**config.mk**
```make
export PLATFORM = sky130hd
export DESIGN_NAME = pipeCpu
export DESIGN_NICKNAME = d
export VERILOG_FILES = /design/src/cpuIsaPkg.sv /design/src/cpuPipePkg.sv /design/src/carryLookahead.sv /design/src/alu32.sv /design/src/instrDecoder.sv /design/src/regFile.sv /design/src/pipeCpu.sv
export SDC_FILE = /design/constraint.sdc
export NUM_CORES = 2
export LEC_CHECK = 0
export ABC_AREA = 0
export CAP_MARGIN = 25
export CORE_UTILIZATION = 40
export DETAILED_ROUTE_END_ITERATION = 10
export DONT_BUFFER_PORTS = 1
export PLACE_DENSITY = 0.52
export SLEW_MARGIN = 20
export SYNTH_ARGS = -nofsm -noshare
export SYNTH_HDL_FRONTEND = slang
export SYNTH_SLANG_ARGS = --single-unit
```
**constraint.sdc**
```tcl
create_clock -name clk -period 5.7 [get_ports clk]
set_input_delay 0.57 -clock clk [delete_from_list [all_inputs] [get_ports clk]]
set_output_delay 0.57 -clock clk [all_outputs]
set_load 0.02 [all_outputs]
```
**src/cpuIsaPkg.sv**
```systemverilog
package cpuIsaPkg;

  // major opcode, bits 31:26
  typedef enum logic [5:0] {
    opRtype = 6'd0,   // register-register, funct picks the op
    opXori  = 6'd1,
    opSubi  = 6'd2,
    opAddi  = 6'd3,
    opOri   = 6'd12,
    opAndi  = 6'd15,
    opLoad  = 6'd30,  // lw rt, imm(rs)
    opStore = 6'd31   // sw rt, imm(rs)
  } opcode_t;

  // funct field for opRtype, bits 5:0
  typedef enum logic [5:0] {
    fnXor = 6'd1,
    fnSub = 6'd2,
    fnAdd = 6'd3,
    fnOr  = 6'd4,
    fnAnd = 6'd7
  } funct_t;

  // field positions, lsb plus width
  localparam int OPCODE_LSB   = 26;
  localparam int OPCODE_WIDTH = 6;
  localparam int RS_LSB       = 21;  // first source
  localparam int RS_WIDTH     = 5;
  localparam int RT_LSB       = 16;  // second source, or dest for immediates
  localparam int RT_WIDTH     = 5;
  localparam int RD_LSB       = 11;  // dest for R-type
  localparam int RD_WIDTH     = 5;
  localparam int FUNCT_LSB    = 0;
  localparam int FUNCT_WIDTH  = 6;

  // immediate sits in the low half, sign-extended to a word
  localparam int IMM_LSB      = 0;
  localparam int IMM_WIDTH    = 16;

endpackage

```
**src/cpuPipePkg.sv**
```systemverilog
package cpuPipePkg;

  localparam int WORD_WIDTH    = 32;
  localparam int REG_COUNT     = 32;
  localparam int REG_IDX_WIDTH = $clog2(REG_COUNT);  // 5

  typedef logic [WORD_WIDTH-1:0]    word_t;
  typedef logic [REG_IDX_WIDTH-1:0] regIdx_t;

  // what the execute stage does with its operands
  typedef enum logic [2:0] {
    aluXor,
    aluAdd,
    aluSub,  // b inverted, carry-in set
    aluOr,
    aluAnd
  } aluOp_t;

  // memory-stage bus action
  typedef enum logic [1:0] {
    memNone,
    memLoad,   // dataRd strobe, result from dataRdData
    memStore   // dataWr strobe, rt value on dataWrData
  } memOp_t;

  // R-type with funct 0, no write and no bus cycle
  localparam word_t NOP_INSTR = '0;

endpackage

```
**src/carryLookahead.sv**
```systemverilog
`timescale 1ns/10ps

module carryLookahead #(
  parameter int width = 32  // power of two, at least 2
) (
  input  logic [width-1:0] gen,
  input  logic [width-1:0] prop,
  input  logic             carryIn,
  output logic [width-1:0] carry,    // carry into each bit
  output logic             groupGen,
  output logic             groupProp
);

  generate
    if (width == 2) begin : gLeaf
      assign carry[0]  = carryIn;
      assign carry[1]  = gen[0] | (prop[0] & carryIn);
      assign groupGen  = gen[1] | (prop[1] & gen[0]);
      assign groupProp = prop[1] & prop[0];
    end else begin : gTree
      localparam int half = width / 2;
      logic loGen, loProp, hiGen, hiProp;
      logic hiCarryIn;

      carryLookahead #(.width(half)) lo (
        .gen(gen[half-1:0]), .prop(prop[half-1:0]), .carryIn(carryIn),
        .carry(carry[half-1:0]), .groupGen(loGen), .groupProp(loProp)
      );

      // upper half starts from whatever leaves the lower half
      assign hiCarryIn = loGen | (loProp & carryIn);

      carryLookahead #(.width(half)) hi (
        .gen(gen[width-1:half]), .prop(prop[width-1:half]), .carryIn(hiCarryIn),
        .carry(carry[width-1:half]), .groupGen(hiGen), .groupProp(hiProp)
      );

      assign groupGen  = hiGen | (hiProp & loGen);
      assign groupProp = hiProp & loProp;  // whole group passes a carry
    end
  endgenerate

endmodule

```
**src/alu32.sv**
```systemverilog
`timescale 1ns/10ps

module alu32 (
  input  cpuPipePkg::word_t  a,
  input  cpuPipePkg::word_t  b,
  input  cpuPipePkg::aluOp_t op,
  output cpuPipePkg::word_t  result
);
  import cpuPipePkg::*;

  logic  isSub;
  word_t bEff;     // b or ~b for subtract
  word_t gen;
  word_t prop;
  word_t carry;
  word_t sum;

  assign isSub = (op == aluSub);
  assign bEff  = isSub ? ~b : b;   // a - b = a + ~b + 1

  // per-bit generate and propagate
  assign gen  = a & bEff;
  assign prop = a ^ bEff;

  carryLookahead #(.width(WORD_WIDTH)) cla (
    .gen(gen),
    .prop(prop),
    .carryIn(isSub),   // the +1 of two's complement
    .carry(carry),
    .groupGen(),       // carry out not needed
    .groupProp()
  );

  assign sum = prop ^ carry;

  always_comb begin
    case (op)
      aluAdd,
      aluSub:  result = sum;
      aluXor:  result = a ^ b;   // logic ops straight from the operands
      aluAnd:  result = a & b;
      aluOr:   result = a | b;
      default: result = sum;
    endcase
  end

endmodule

```
**src/instrDecoder.sv**
```systemverilog
`timescale 1ns/10ps

module instrDecoder (
  input  cpuPipePkg::word_t   instr,
  output cpuPipePkg::regIdx_t rs,
  output cpuPipePkg::regIdx_t rt,
  output cpuPipePkg::regIdx_t dest,
  output cpuPipePkg::word_t   imm,
  output logic                useImm,
  output cpuPipePkg::aluOp_t  aluOp,
  output cpuPipePkg::memOp_t  memOp,
  output logic                regWrite
);
  import cpuIsaPkg::*;
  import cpuPipePkg::*;

  opcode_t opcode;
  funct_t  funct;
  regIdx_t rd;

  // raw field split
  assign opcode = opcode_t'(instr[OPCODE_LSB +: OPCODE_WIDTH]);
  assign funct  = funct_t'(instr[FUNCT_LSB +: FUNCT_WIDTH]);
  assign rs     = instr[RS_LSB +: RS_WIDTH];
  assign rt     = instr[RT_LSB +: RT_WIDTH];
  assign rd     = instr[RD_LSB +: RD_WIDTH];

  // sign extend from bit 15
  assign imm = {{(WORD_WIDTH-IMM_WIDTH){instr[IMM_LSB+IMM_WIDTH-1]}},
                instr[IMM_LSB +: IMM_WIDTH]};

  // immediates write rt, R-type writes rd
  assign dest = useImm ? rt : rd;

  always_comb begin
    useImm   = 1'b1;     // most opcodes take the immediate
    aluOp    = aluAdd;
    memOp    = memNone;
    regWrite = 1'b0;     // unknown codes fall through with no write
    case (opcode)
      opAddi: begin aluOp = aluAdd; regWrite = 1'b1; end
      opSubi: begin aluOp = aluSub; regWrite = 1'b1; end
      opXori: begin aluOp = aluXor; regWrite = 1'b1; end
      opAndi: begin aluOp = aluAnd; regWrite = 1'b1; end
      opOri:  begin aluOp = aluOr;  regWrite = 1'b1; end
      opLoad: begin
        memOp    = memLoad;   // address = rs + imm
        regWrite = 1'b1;
      end
      opStore: begin
        memOp = memStore;     // rt goes out as write data
      end
      opRtype: begin
        useImm = 1'b0;
        regWrite = 1'b1;
        case (funct)
          fnAdd:   aluOp = aluAdd;
          fnSub:   aluOp = aluSub;
          fnXor:   aluOp = aluXor;
          fnAnd:   aluOp = aluAnd;
          fnOr:    aluOp = aluOr;
          default: regWrite = 1'b0;  // nop lands here
        endcase
      end
      default: ;
    endcase
  end

endmodule

```
**src/regFile.sv**
```systemverilog
`timescale 1ns/10ps

module regFile (
  input  logic                clk,
  input  logic                reset,
  input  cpuPipePkg::regIdx_t rdIdxA,
  output cpuPipePkg::word_t   rdDataA,
  input  cpuPipePkg::regIdx_t rdIdxB,
  output cpuPipePkg::word_t   rdDataB,
  input  logic                wrEn,
  input  cpuPipePkg::regIdx_t wrIdx,
  input  cpuPipePkg::word_t   wrData
);
  import cpuPipePkg::*;

  word_t regs [1:REG_COUNT-1];  // r0 has no storage

  // read with r0 forced to zero and the write in flight bypassed
  function automatic word_t readPort(regIdx_t idx);
    if (idx == '0)
      return '0;
    else if (wrEn && (wrIdx == idx))
      return wrData;   // write-first
    else
      return regs[idx];
  endfunction

  always_comb rdDataA = readPort(rdIdxA);
  always_comb rdDataB = readPort(rdIdxB);

  always_ff @(posedge clk) begin
    if (reset) begin
      for (int i = 1; i < REG_COUNT; i++) begin
        regs[i] <= '0;
      end
    end else if (wrEn && (wrIdx != '0)) begin  // writes to r0 dropped
      regs[wrIdx] <= wrData;
    end
  end

endmodule

```
**src/pipeCpu.sv**
```systemverilog
`timescale 1ns/10ps

module pipeCpu (
  input  logic              clk,
  input  logic              reset,
  input  cpuPipePkg::word_t instr,
  output cpuPipePkg::word_t dataAddr,
  output logic              dataWr,
  output logic              dataRd,
  output cpuPipePkg::word_t dataWrData,
  input  cpuPipePkg::word_t dataRdData
);
  import cpuPipePkg::*;

  // fetch register
  word_t ifInstr;

  // decode stage
  regIdx_t decRs, decRt, decDest;
  word_t   decImm;
  logic    decUseImm;
  aluOp_t  decAluOp;
  memOp_t  decMemOp;
  logic    decRegWrite;
  word_t   rsData, rtData;

  // execute stage
  word_t   exA, exB, exImm;
  logic    exUseImm;
  aluOp_t  exAluOp;
  memOp_t  exMemOp;
  logic    exRegWrite;
  regIdx_t exDest;
  word_t   aluB, aluResult;

  // memory stage
  word_t   memAddr, memStoreData;
  memOp_t  memStageOp;
  logic    memRegWrite;
  regIdx_t memDest;

  // writeback stage
  word_t   wbAlu, wbLoad, wbData;
  memOp_t  wbMemOp;
  logic    wbRegWrite;
  regIdx_t wbDest;

  always_ff @(posedge clk) begin
    if (reset) ifInstr <= NOP_INSTR;
    else       ifInstr <= instr;   // latched every edge, no stall
  end

  instrDecoder dec (
    .instr(ifInstr), .rs(decRs), .rt(decRt), .dest(decDest), .imm(decImm),
    .useImm(decUseImm), .aluOp(decAluOp), .memOp(decMemOp), .regWrite(decRegWrite)
  );

  // write port fed from writeback, bypass covers same-cycle reads
  regFile rf (
    .clk(clk), .reset(reset),
    .rdIdxA(decRs), .rdDataA(rsData),
    .rdIdxB(decRt), .rdDataB(rtData),
    .wrEn(wbRegWrite), .wrIdx(wbDest), .wrData(wbData)
  );

  // decode to execute, controls cleared on reset
  always_ff @(posedge clk) begin
    if (reset) begin
      exMemOp    <= memNone;
      exRegWrite <= 1'b0;
    end else begin
      exMemOp    <= decMemOp;
      exRegWrite <= decRegWrite;
    end
  end

  always_ff @(posedge clk) begin
    exA      <= rsData;
    exB      <= rtData;
    exImm    <= decImm;
    exUseImm <= decUseImm;
    exAluOp  <= decAluOp;
    exDest   <= decDest;
  end

  assign aluB = exUseImm ? exImm : exB;  // operand mux

  alu32 alu (.a(exA), .b(aluB), .op(exAluOp), .result(aluResult));

  // execute to memory
  always_ff @(posedge clk) begin
    if (reset) begin
      memStageOp  <= memNone;
      memRegWrite <= 1'b0;
    end else begin
      memStageOp  <= exMemOp;
      memRegWrite <= exRegWrite;
    end
  end

  always_ff @(posedge clk) begin
    memAddr      <= aluResult;  // base + imm for lw/sw
    memStoreData <= exB;        // rt value, not the mux output
    memDest      <= exDest;
  end

  // bus drive, one cycle per access
  assign dataAddr   = memAddr;
  assign dataWrData = memStoreData;
  assign dataWr     = (memStageOp == memStore);
  assign dataRd     = (memStageOp == memLoad);

  // memory to writeback
  always_ff @(posedge clk) begin
    if (reset) begin
      wbMemOp    <= memNone;
      wbRegWrite <= 1'b0;
    end else begin
      wbMemOp    <= memStageOp;
      wbRegWrite <= memRegWrite;
    end
  end

  always_ff @(posedge clk) begin
    wbAlu  <= memAddr;
    wbLoad <= dataRdData;  // memory answers in the same cycle
    wbDest <= memDest;
  end

  // loaded word or alu result
  assign wbData = (wbMemOp == memLoad) ? wbLoad : wbAlu;

endmodule

```
; ---- Word level (Yosys, flattened, before mapping)
; Memories as Yosys holds them, arrays and structs flattened. A register that Yosys moved wholly into a read port is not among the register bits.
; Cells that the tools add are included.
[word_totals]
out_inout_bits = 66
mem_count = 1
regBits = 268
elab_cells = 221
inputBits = 66
ram_bits = 992
[memory_table]
columns = memory, depth, word_bits, rd, rd_ports_with_merged_regs, write_ports, line
row1 = rf.regs, 31, 32, 2, 2, 31, regFile.sv:16  ; word_t regs [1:REG_COUNT-1];
[op_classes]
n_reduce_logical = 11
mux = 23
bitwise = 147
eq_ne = 20
[ops]
columns = cell, count
row1 = $mux 32, 6
row2 = $pmux 32 s3, 1
row3 = $xor 32x32->32, 3
row4 = $and 1x1->1, 83
row5 = $or 1x1->1, 57
row6 = $and 32x32->32, 1
row7 = $not 32->32, 1
row8 = $or 32x32->32, 1
row9 = $reduce_or 32->1, 1
row10 = $and 31x31->31, 1
row11 = $eq 6x2->1 const B, 4
row12 = $mux 5, 4
row13 = $pmux 3 s5, 1
row14 = $eq 6x1->1 const B, 2
row15 = $eq 6x3->1 const B, 2
row16 = $eq 6x4->1 const B, 2
row17 = $eq 6x5->1 const B, 2
row18 = $pmux 3 s4, 1
row19 = $eq 5x5->1, 2
row20 = $logic_not 5->1, 2
row21 = $mux 1, 8
row22 = $eq 3x2->1 const B, 2
row23 = $logic_not 6->1, 1
row24 = $reduce_or 6->1, 1
row25 = other kinds (9), 12

; ---- Longest topological paths before layout
[depth]
depth_word = 23
mapped_depth = 20
ltp_nobuf = 17

; ---- Hierarchy
; From an unflattened synthesis, not the netlist that was laid out.
[hier_totals]
hier_cells = 4806
area_unflattened_um2 = 66775.3
[modules_own_cells]
columns = module, cells_per_inst, seq_area_each_um2, area_per_inst_um2, n_inst
row1 = regFile, 3829, 30749.5, 55182.9, 1
row2 = pipeCpu, 404, 5685.5, 6915.4, 1
row3 = alu32, 382, 0.0, 3313.2, 1
row4 = instrDecoder, 82, 0.0, 584.3, 1
row5 = carryLookahead at alu.cla.gTree.hi.gTree.hi.gTree.hi.gTree.hi ..., 4, 0.0, 28.8, 16
row6 = carryLookahead at alu.cla ..., 3, 0.0, 21.3, 15

; ---- Worst setup path after synthesis
; OpenSTA, ideal clock, no wires.
[synth_path]
kind = reg-to-reg
start = register exUseImm
end = register memAddr[31], in the netlist dataAddr[31]
setup_slack_ps = 1479
n_path_buf = 2
required_time_ps = 5559
period_less_slack_ps = 4221
arrival_ps = 4079
setup_ps = 141
path_stages_with_launch = 19
cell_sequence = dfxtp_1 > clkbuf_1 > clkbuf_1 > mux2i_1 > xnor2_1 > ha_1 > or2_2 > a311o_1 > a21oi_2 > nor3_1 > o31a_1 > o41ai_2 > o21a_1 > fa_1 > xnor2_1 > xnor2_1 > xnor2_1 > nand2_1 > o221ai_1
[synth_via]
elab_chain_cells = 23
word_cells_on_any_way = 98
classes_between = mux (3) / bitwise (95)
[synth_lines]
columns = element, line
row1 = from (decl), pipeCpu.sv:29  ; logic exUseImm;
row2 = from (signal assigned), pipeCpu.sv:81  ; exUseImm <= decUseImm;
row3 = $mux 32 (*), pipeCpu.sv:86  ; assign aluB = exUseImm ? exImm : exB;
row4 = $not 32->32, alu32.sv:19  ; assign bEff = isSub ? ~b : b;
row5 = $mux 32, alu32.sv:19
row6 = $xor 32x32->32 / $and 31x31->31 (equally long branches), "alu32.sv:23, alu32.sv:22"
row7 = $and 1x1->1, carryLookahead.sv:18  ; assign groupGen = gen[1] | (prop[1] & gen[0]);
row8 = $or 1x1->1, carryLookahead.sv:18
row9 = $and 1x1->1, carryLookahead.sv:38  ; assign groupGen = hiGen | (hiProp & loGen);
row10 = $or 1x1->1, carryLookahead.sv:38
row11 = (+8 left out), n/a
row12 = $or 1x1->1, carryLookahead.sv:31  ; assign hiCarryIn = loGen | (loProp & carryIn);
row13 = $and 1x1->1, carryLookahead.sv:31
row14 = $or 1x1->1, carryLookahead.sv:31
row15 = $and 1x1->1, carryLookahead.sv:17  ; assign carry[1] = gen[0] | (prop[0] & carryIn);
row16 = $or 1x1->1, carryLookahead.sv:17
row17 = $xor 32x32->32, alu32.sv:34  ; assign sum = prop ^ carry;
row18 = $pmux 32 s3 (*), alu32.sv:37  ; case (op)
row19 = named net alu.result[31], alu32.sv:7  ; output cpuPipePkg::word_t result
row20 = to (signal assigned), pipeCpu.sv:102  ; memAddr <= aluResult;
row21 = to (decl), pipeCpu.sv:37  ; word_t memAddr, memStoreData;
; Mark *: on every way through the listed nets, which the timed path passes. The rest lies on a longest branch.
; A chain may end at the register's enable or synchronous reset.

; ---- Worst setup path in the final report
; Ends and elaborated chain as after synthesis.

==> flow_summary.yaml <==
logic_synthesis:
  ys.flop_type: "edfxtp_1"
  avgSynthCellArea_um2: 14.2
  yosysSeqAreaShare_pct: 57.7
  yosysTopAreaCellShare_pct: 49.1
  synth_area_leaders: "edfxtp_1 49%, mux4_2 20%, dfxtp_1 8.6%"
  netlist_instances: 4422
  synth_cell_types: 60
  synth_warnings: 0
  synth-edff-count: 1024
  netlist_area_um2: 62600
  synthArstFlopShare_pct: 0
  synth_area_leader_cell: "edfxtp_1"
  synth_seq_cells: 1292
placed_design:
  port_buffers: 0
  dpl.hpwl_um: 123000
  pre_cts_ws_ns: 0.762
  placed_cell_area_um2: 65600
  gp_congestion: 0.848
routing:
  via_per_inst: 6.07
  antenna_left: 0
  drcViolationCount: 0
  drtPass1Iterations: 5
  via_count: 39800
  detail_route.iter0.violations: 5033
  wl_per_cell_um: 32.4
  totalWireLength_um: 213000
global_route:
  grt-ovfl-total: 0
  track_usage_pct: 26.8
  grt_pass1_vias: 39500
  grt_pass1_wl_um: 298000
  antenna_found_initial: 10
  grt_max_degree: 88
timing:
  drv_slew: 0
  setup_ws_ns: 0.740
  rsz0062_at_grt: "false"
  period_needed_ns: 4.96
  fmax_mhz: 202
  finalSetupViolations: 0
  finalHoldViolCount: 0
  relSlewSlack_pct: 24.8
  worstMarginPinSlew_ns: 1.13
  timing.setup.tns_ns: 0
  clock_skew_ns: 0.0237
  period_share_pct: 87.0
setup_path:
  cp-start-kind: "flop"
  cp_slowest_stage_delay_ns: 0.72
  cp.buffers_inverters: 1
  critPathKind: "reg -> reg"
  worstSetupEndpointType: "flop"
  arrival_ns: 5.59
  worstPathMaxFanout: 17
  slowest_stage: "a2111oi_0"
  crit_chain: "clkinv_1, a21oi_1, xnor2_1, ha_1, a21oi_1, o21ai_1, a2111oi_0, o21ai_0, o31a_1, o41ai_2, o21a_1, fa_1, xnor2_1, xnor2_1, xnor2_1, nand2_1, o221ai_1"
  worstPathRequired_ns: 6.33
  crit_path_frequent_cell: "xnor2_1"
  cp_top_family: "compound AO/OA/AOI/OAI gates"
power_and_ir_drop:
  switching_share_pct: 29.3
  p_comb_share_pct: 16.9
  leakage_nw: 25.3
  seqPwrFrac_pct: 46.3
  p_sw_w: 0.00730
  p_int_w: 0.0176
  clkPwrFrac_pct: 36.8
  power_density_nw_per_um2: 352
  ir_worst_vdd_mv: 0.318
status:
  status: "completed"
floorplanning:
  row_count: 144
  die_area_um2: 158000
  core_area_um2: 155000
  chipHeight_um: 398
  ios: 132
  initial_core_util_pct: 40.5
  fp.dieW_um: 398
run:
  max-cap-violations: 0
final_layout:
  num-fill-cells: 13500
  layout_commonest_cell: "nor2_1"
  final_area_um2: 70900
  mostFrequentLayoutCells: "1083 x nor2_1, 1024 x edfxtp_1, 548 x mux4_2"
  area_growth_pct: 13.3
  final_core_util_pct: 45.8
  nNetsFinal: 4570
  drive_gt1_share_pct: 24.0
cts:
  clk_pin_slew_ns: 0.06
  clock-sinks: 1292
  ctsHtreeMaxLevel: 4
  cts_made_buffers: 143
  clock_latency_ns: 0.78
  cts_resized: 0
  cts_buffer_depth: 3
  cts-root-buf: "clkbuf_16"
  cts_tree: "yes"
worst_hold_path:
  worst_hold_path_type: "in -> reg"
[routing by layer]
| metal | part of all wire [%] | GRT usage [%] | vias to the layer above |
|---|---|---|---|
| li1 | - | - | 16500 |
| met1 | 41 | 37.0 | 21000 |
| met2 | 47 | 43.1 | 2026 |
| met3 | 9.5 | 5.49 | 277 |
| met4 | 2.1 | 7.02 | 4 |
| met5 | 0.013 | 0 | - |
[cell type report]
cell class                 count  area [µm²]  area share [%]
tap                         2044        2560            3.60
clock buffer                 196        4130            5.83
inverter                     111         417           0.587
clock inverter                58         462           0.651
sequential                  1292       36200            51.0
timing repair buffer         221        2140            3.02
multi-input combinational   2626       25100            35.3
antenna                        2        5.00         0.00705
[stage by stage]
step | std cells | power [W] | hold WS (ns)
after floorplan | 4453 | 0.0141 | 0.310
after global placement | 6224 | 0.0158 | 0.313
after detailed placement | 6226 | 0.0159 | 0.316
after CTS | 6545 | 0.0251 | 0.113
after global routing | 6550 | 0.0257 | 0.152
final | 6550 | 0.0249 | 0.148
[what timing repair did]
action | in CTS | in global routing
hold endpoints to repair | 73 | 0
setup buffers | 0 | 0
hold buffers | 65 | 0
[flip-flops by register name, summed over array words and instances (netlist names)]
signal / flops
dataWrData: 32
memStageOp: 2
wbAlu: 32
memRegWrite: 1
ifInstr: 32
dataAddr: 32
rf.regs: 1024
exA: 32
wbMemOp: 2
wbDest: 5
exMemOp: 2
exAluOp: 3
exRegWrite: 1
wbLoad: 32
memDest: 5
exUseImm: 1
wbRegWrite: 1
exImm: 16
exDest: 5
exB: 32
[power by group through the flow]
stage	sequential [W]	combinational (W)	clock (W)
floorplan	0.0114	0.00262	0
global placement	0.0117	0.00409	0
detailed placement	0.0117	0.00412	0
CTS	0.0116	0.00418	0.00932
global route	0.0116	0.00446	0.00966
finish	0.0115	0.00421	0.00919
[worst reg2reg max path, delay by kind of cell, from the launching register on]
family / cells / cell delay [ns]
compound gates: 9 / 2.86
simple gates: 1 / 0.08
xor+xnor: 4 / 0.50
flops: 1 / 0.34
buf+inv: 1 / 0.49
fa+ha+maj: 2 / 0.54
[synth_stat cells, drive strengths merged (70+ instances only)]
cell type / count
edfxtp: 1024
clkbuf: 321
dfxtp: 268
a211oi: 96
nor2b: 83
nand2: 70
inv: 110
mux2i: 171
ha: 94
a21oi: 77
buf: 103
mux4: 548
nor2: 1085
[cell families after synthesis]
| logic type | after synthesis | synth area share (%) |
|---|---|---|
| adder cells (fa/ha/maj) | 109 | 2.36 |
| flip-flops | 1292 | 57.7 |
| other | 1 | 0.00599 |
| XOR/XNOR | 61 | 0.853 |
| buffers and inverters | 535 | 3.54 |
| multiplexers | 755 | 23.1 |
| AO/OA/AOI/OAI | 342 | 3.83 |
| AND/OR/NAND/NOR | 1327 | 8.67 |
[final timing paths]
check                           startpoint            to  slack, ns  cells past startpoint
worst max-delay path              exUseImm  dataAddr[31]       0.74                     17
worst min-delay path                 reset    exRegWrite       0.15                      2
worst max register to register    exUseImm  dataAddr[31]       0.74                     17
worst min register to register  ifInstr[8]      exImm[8]       0.33                      0
(Power assumes the default switching activity.)
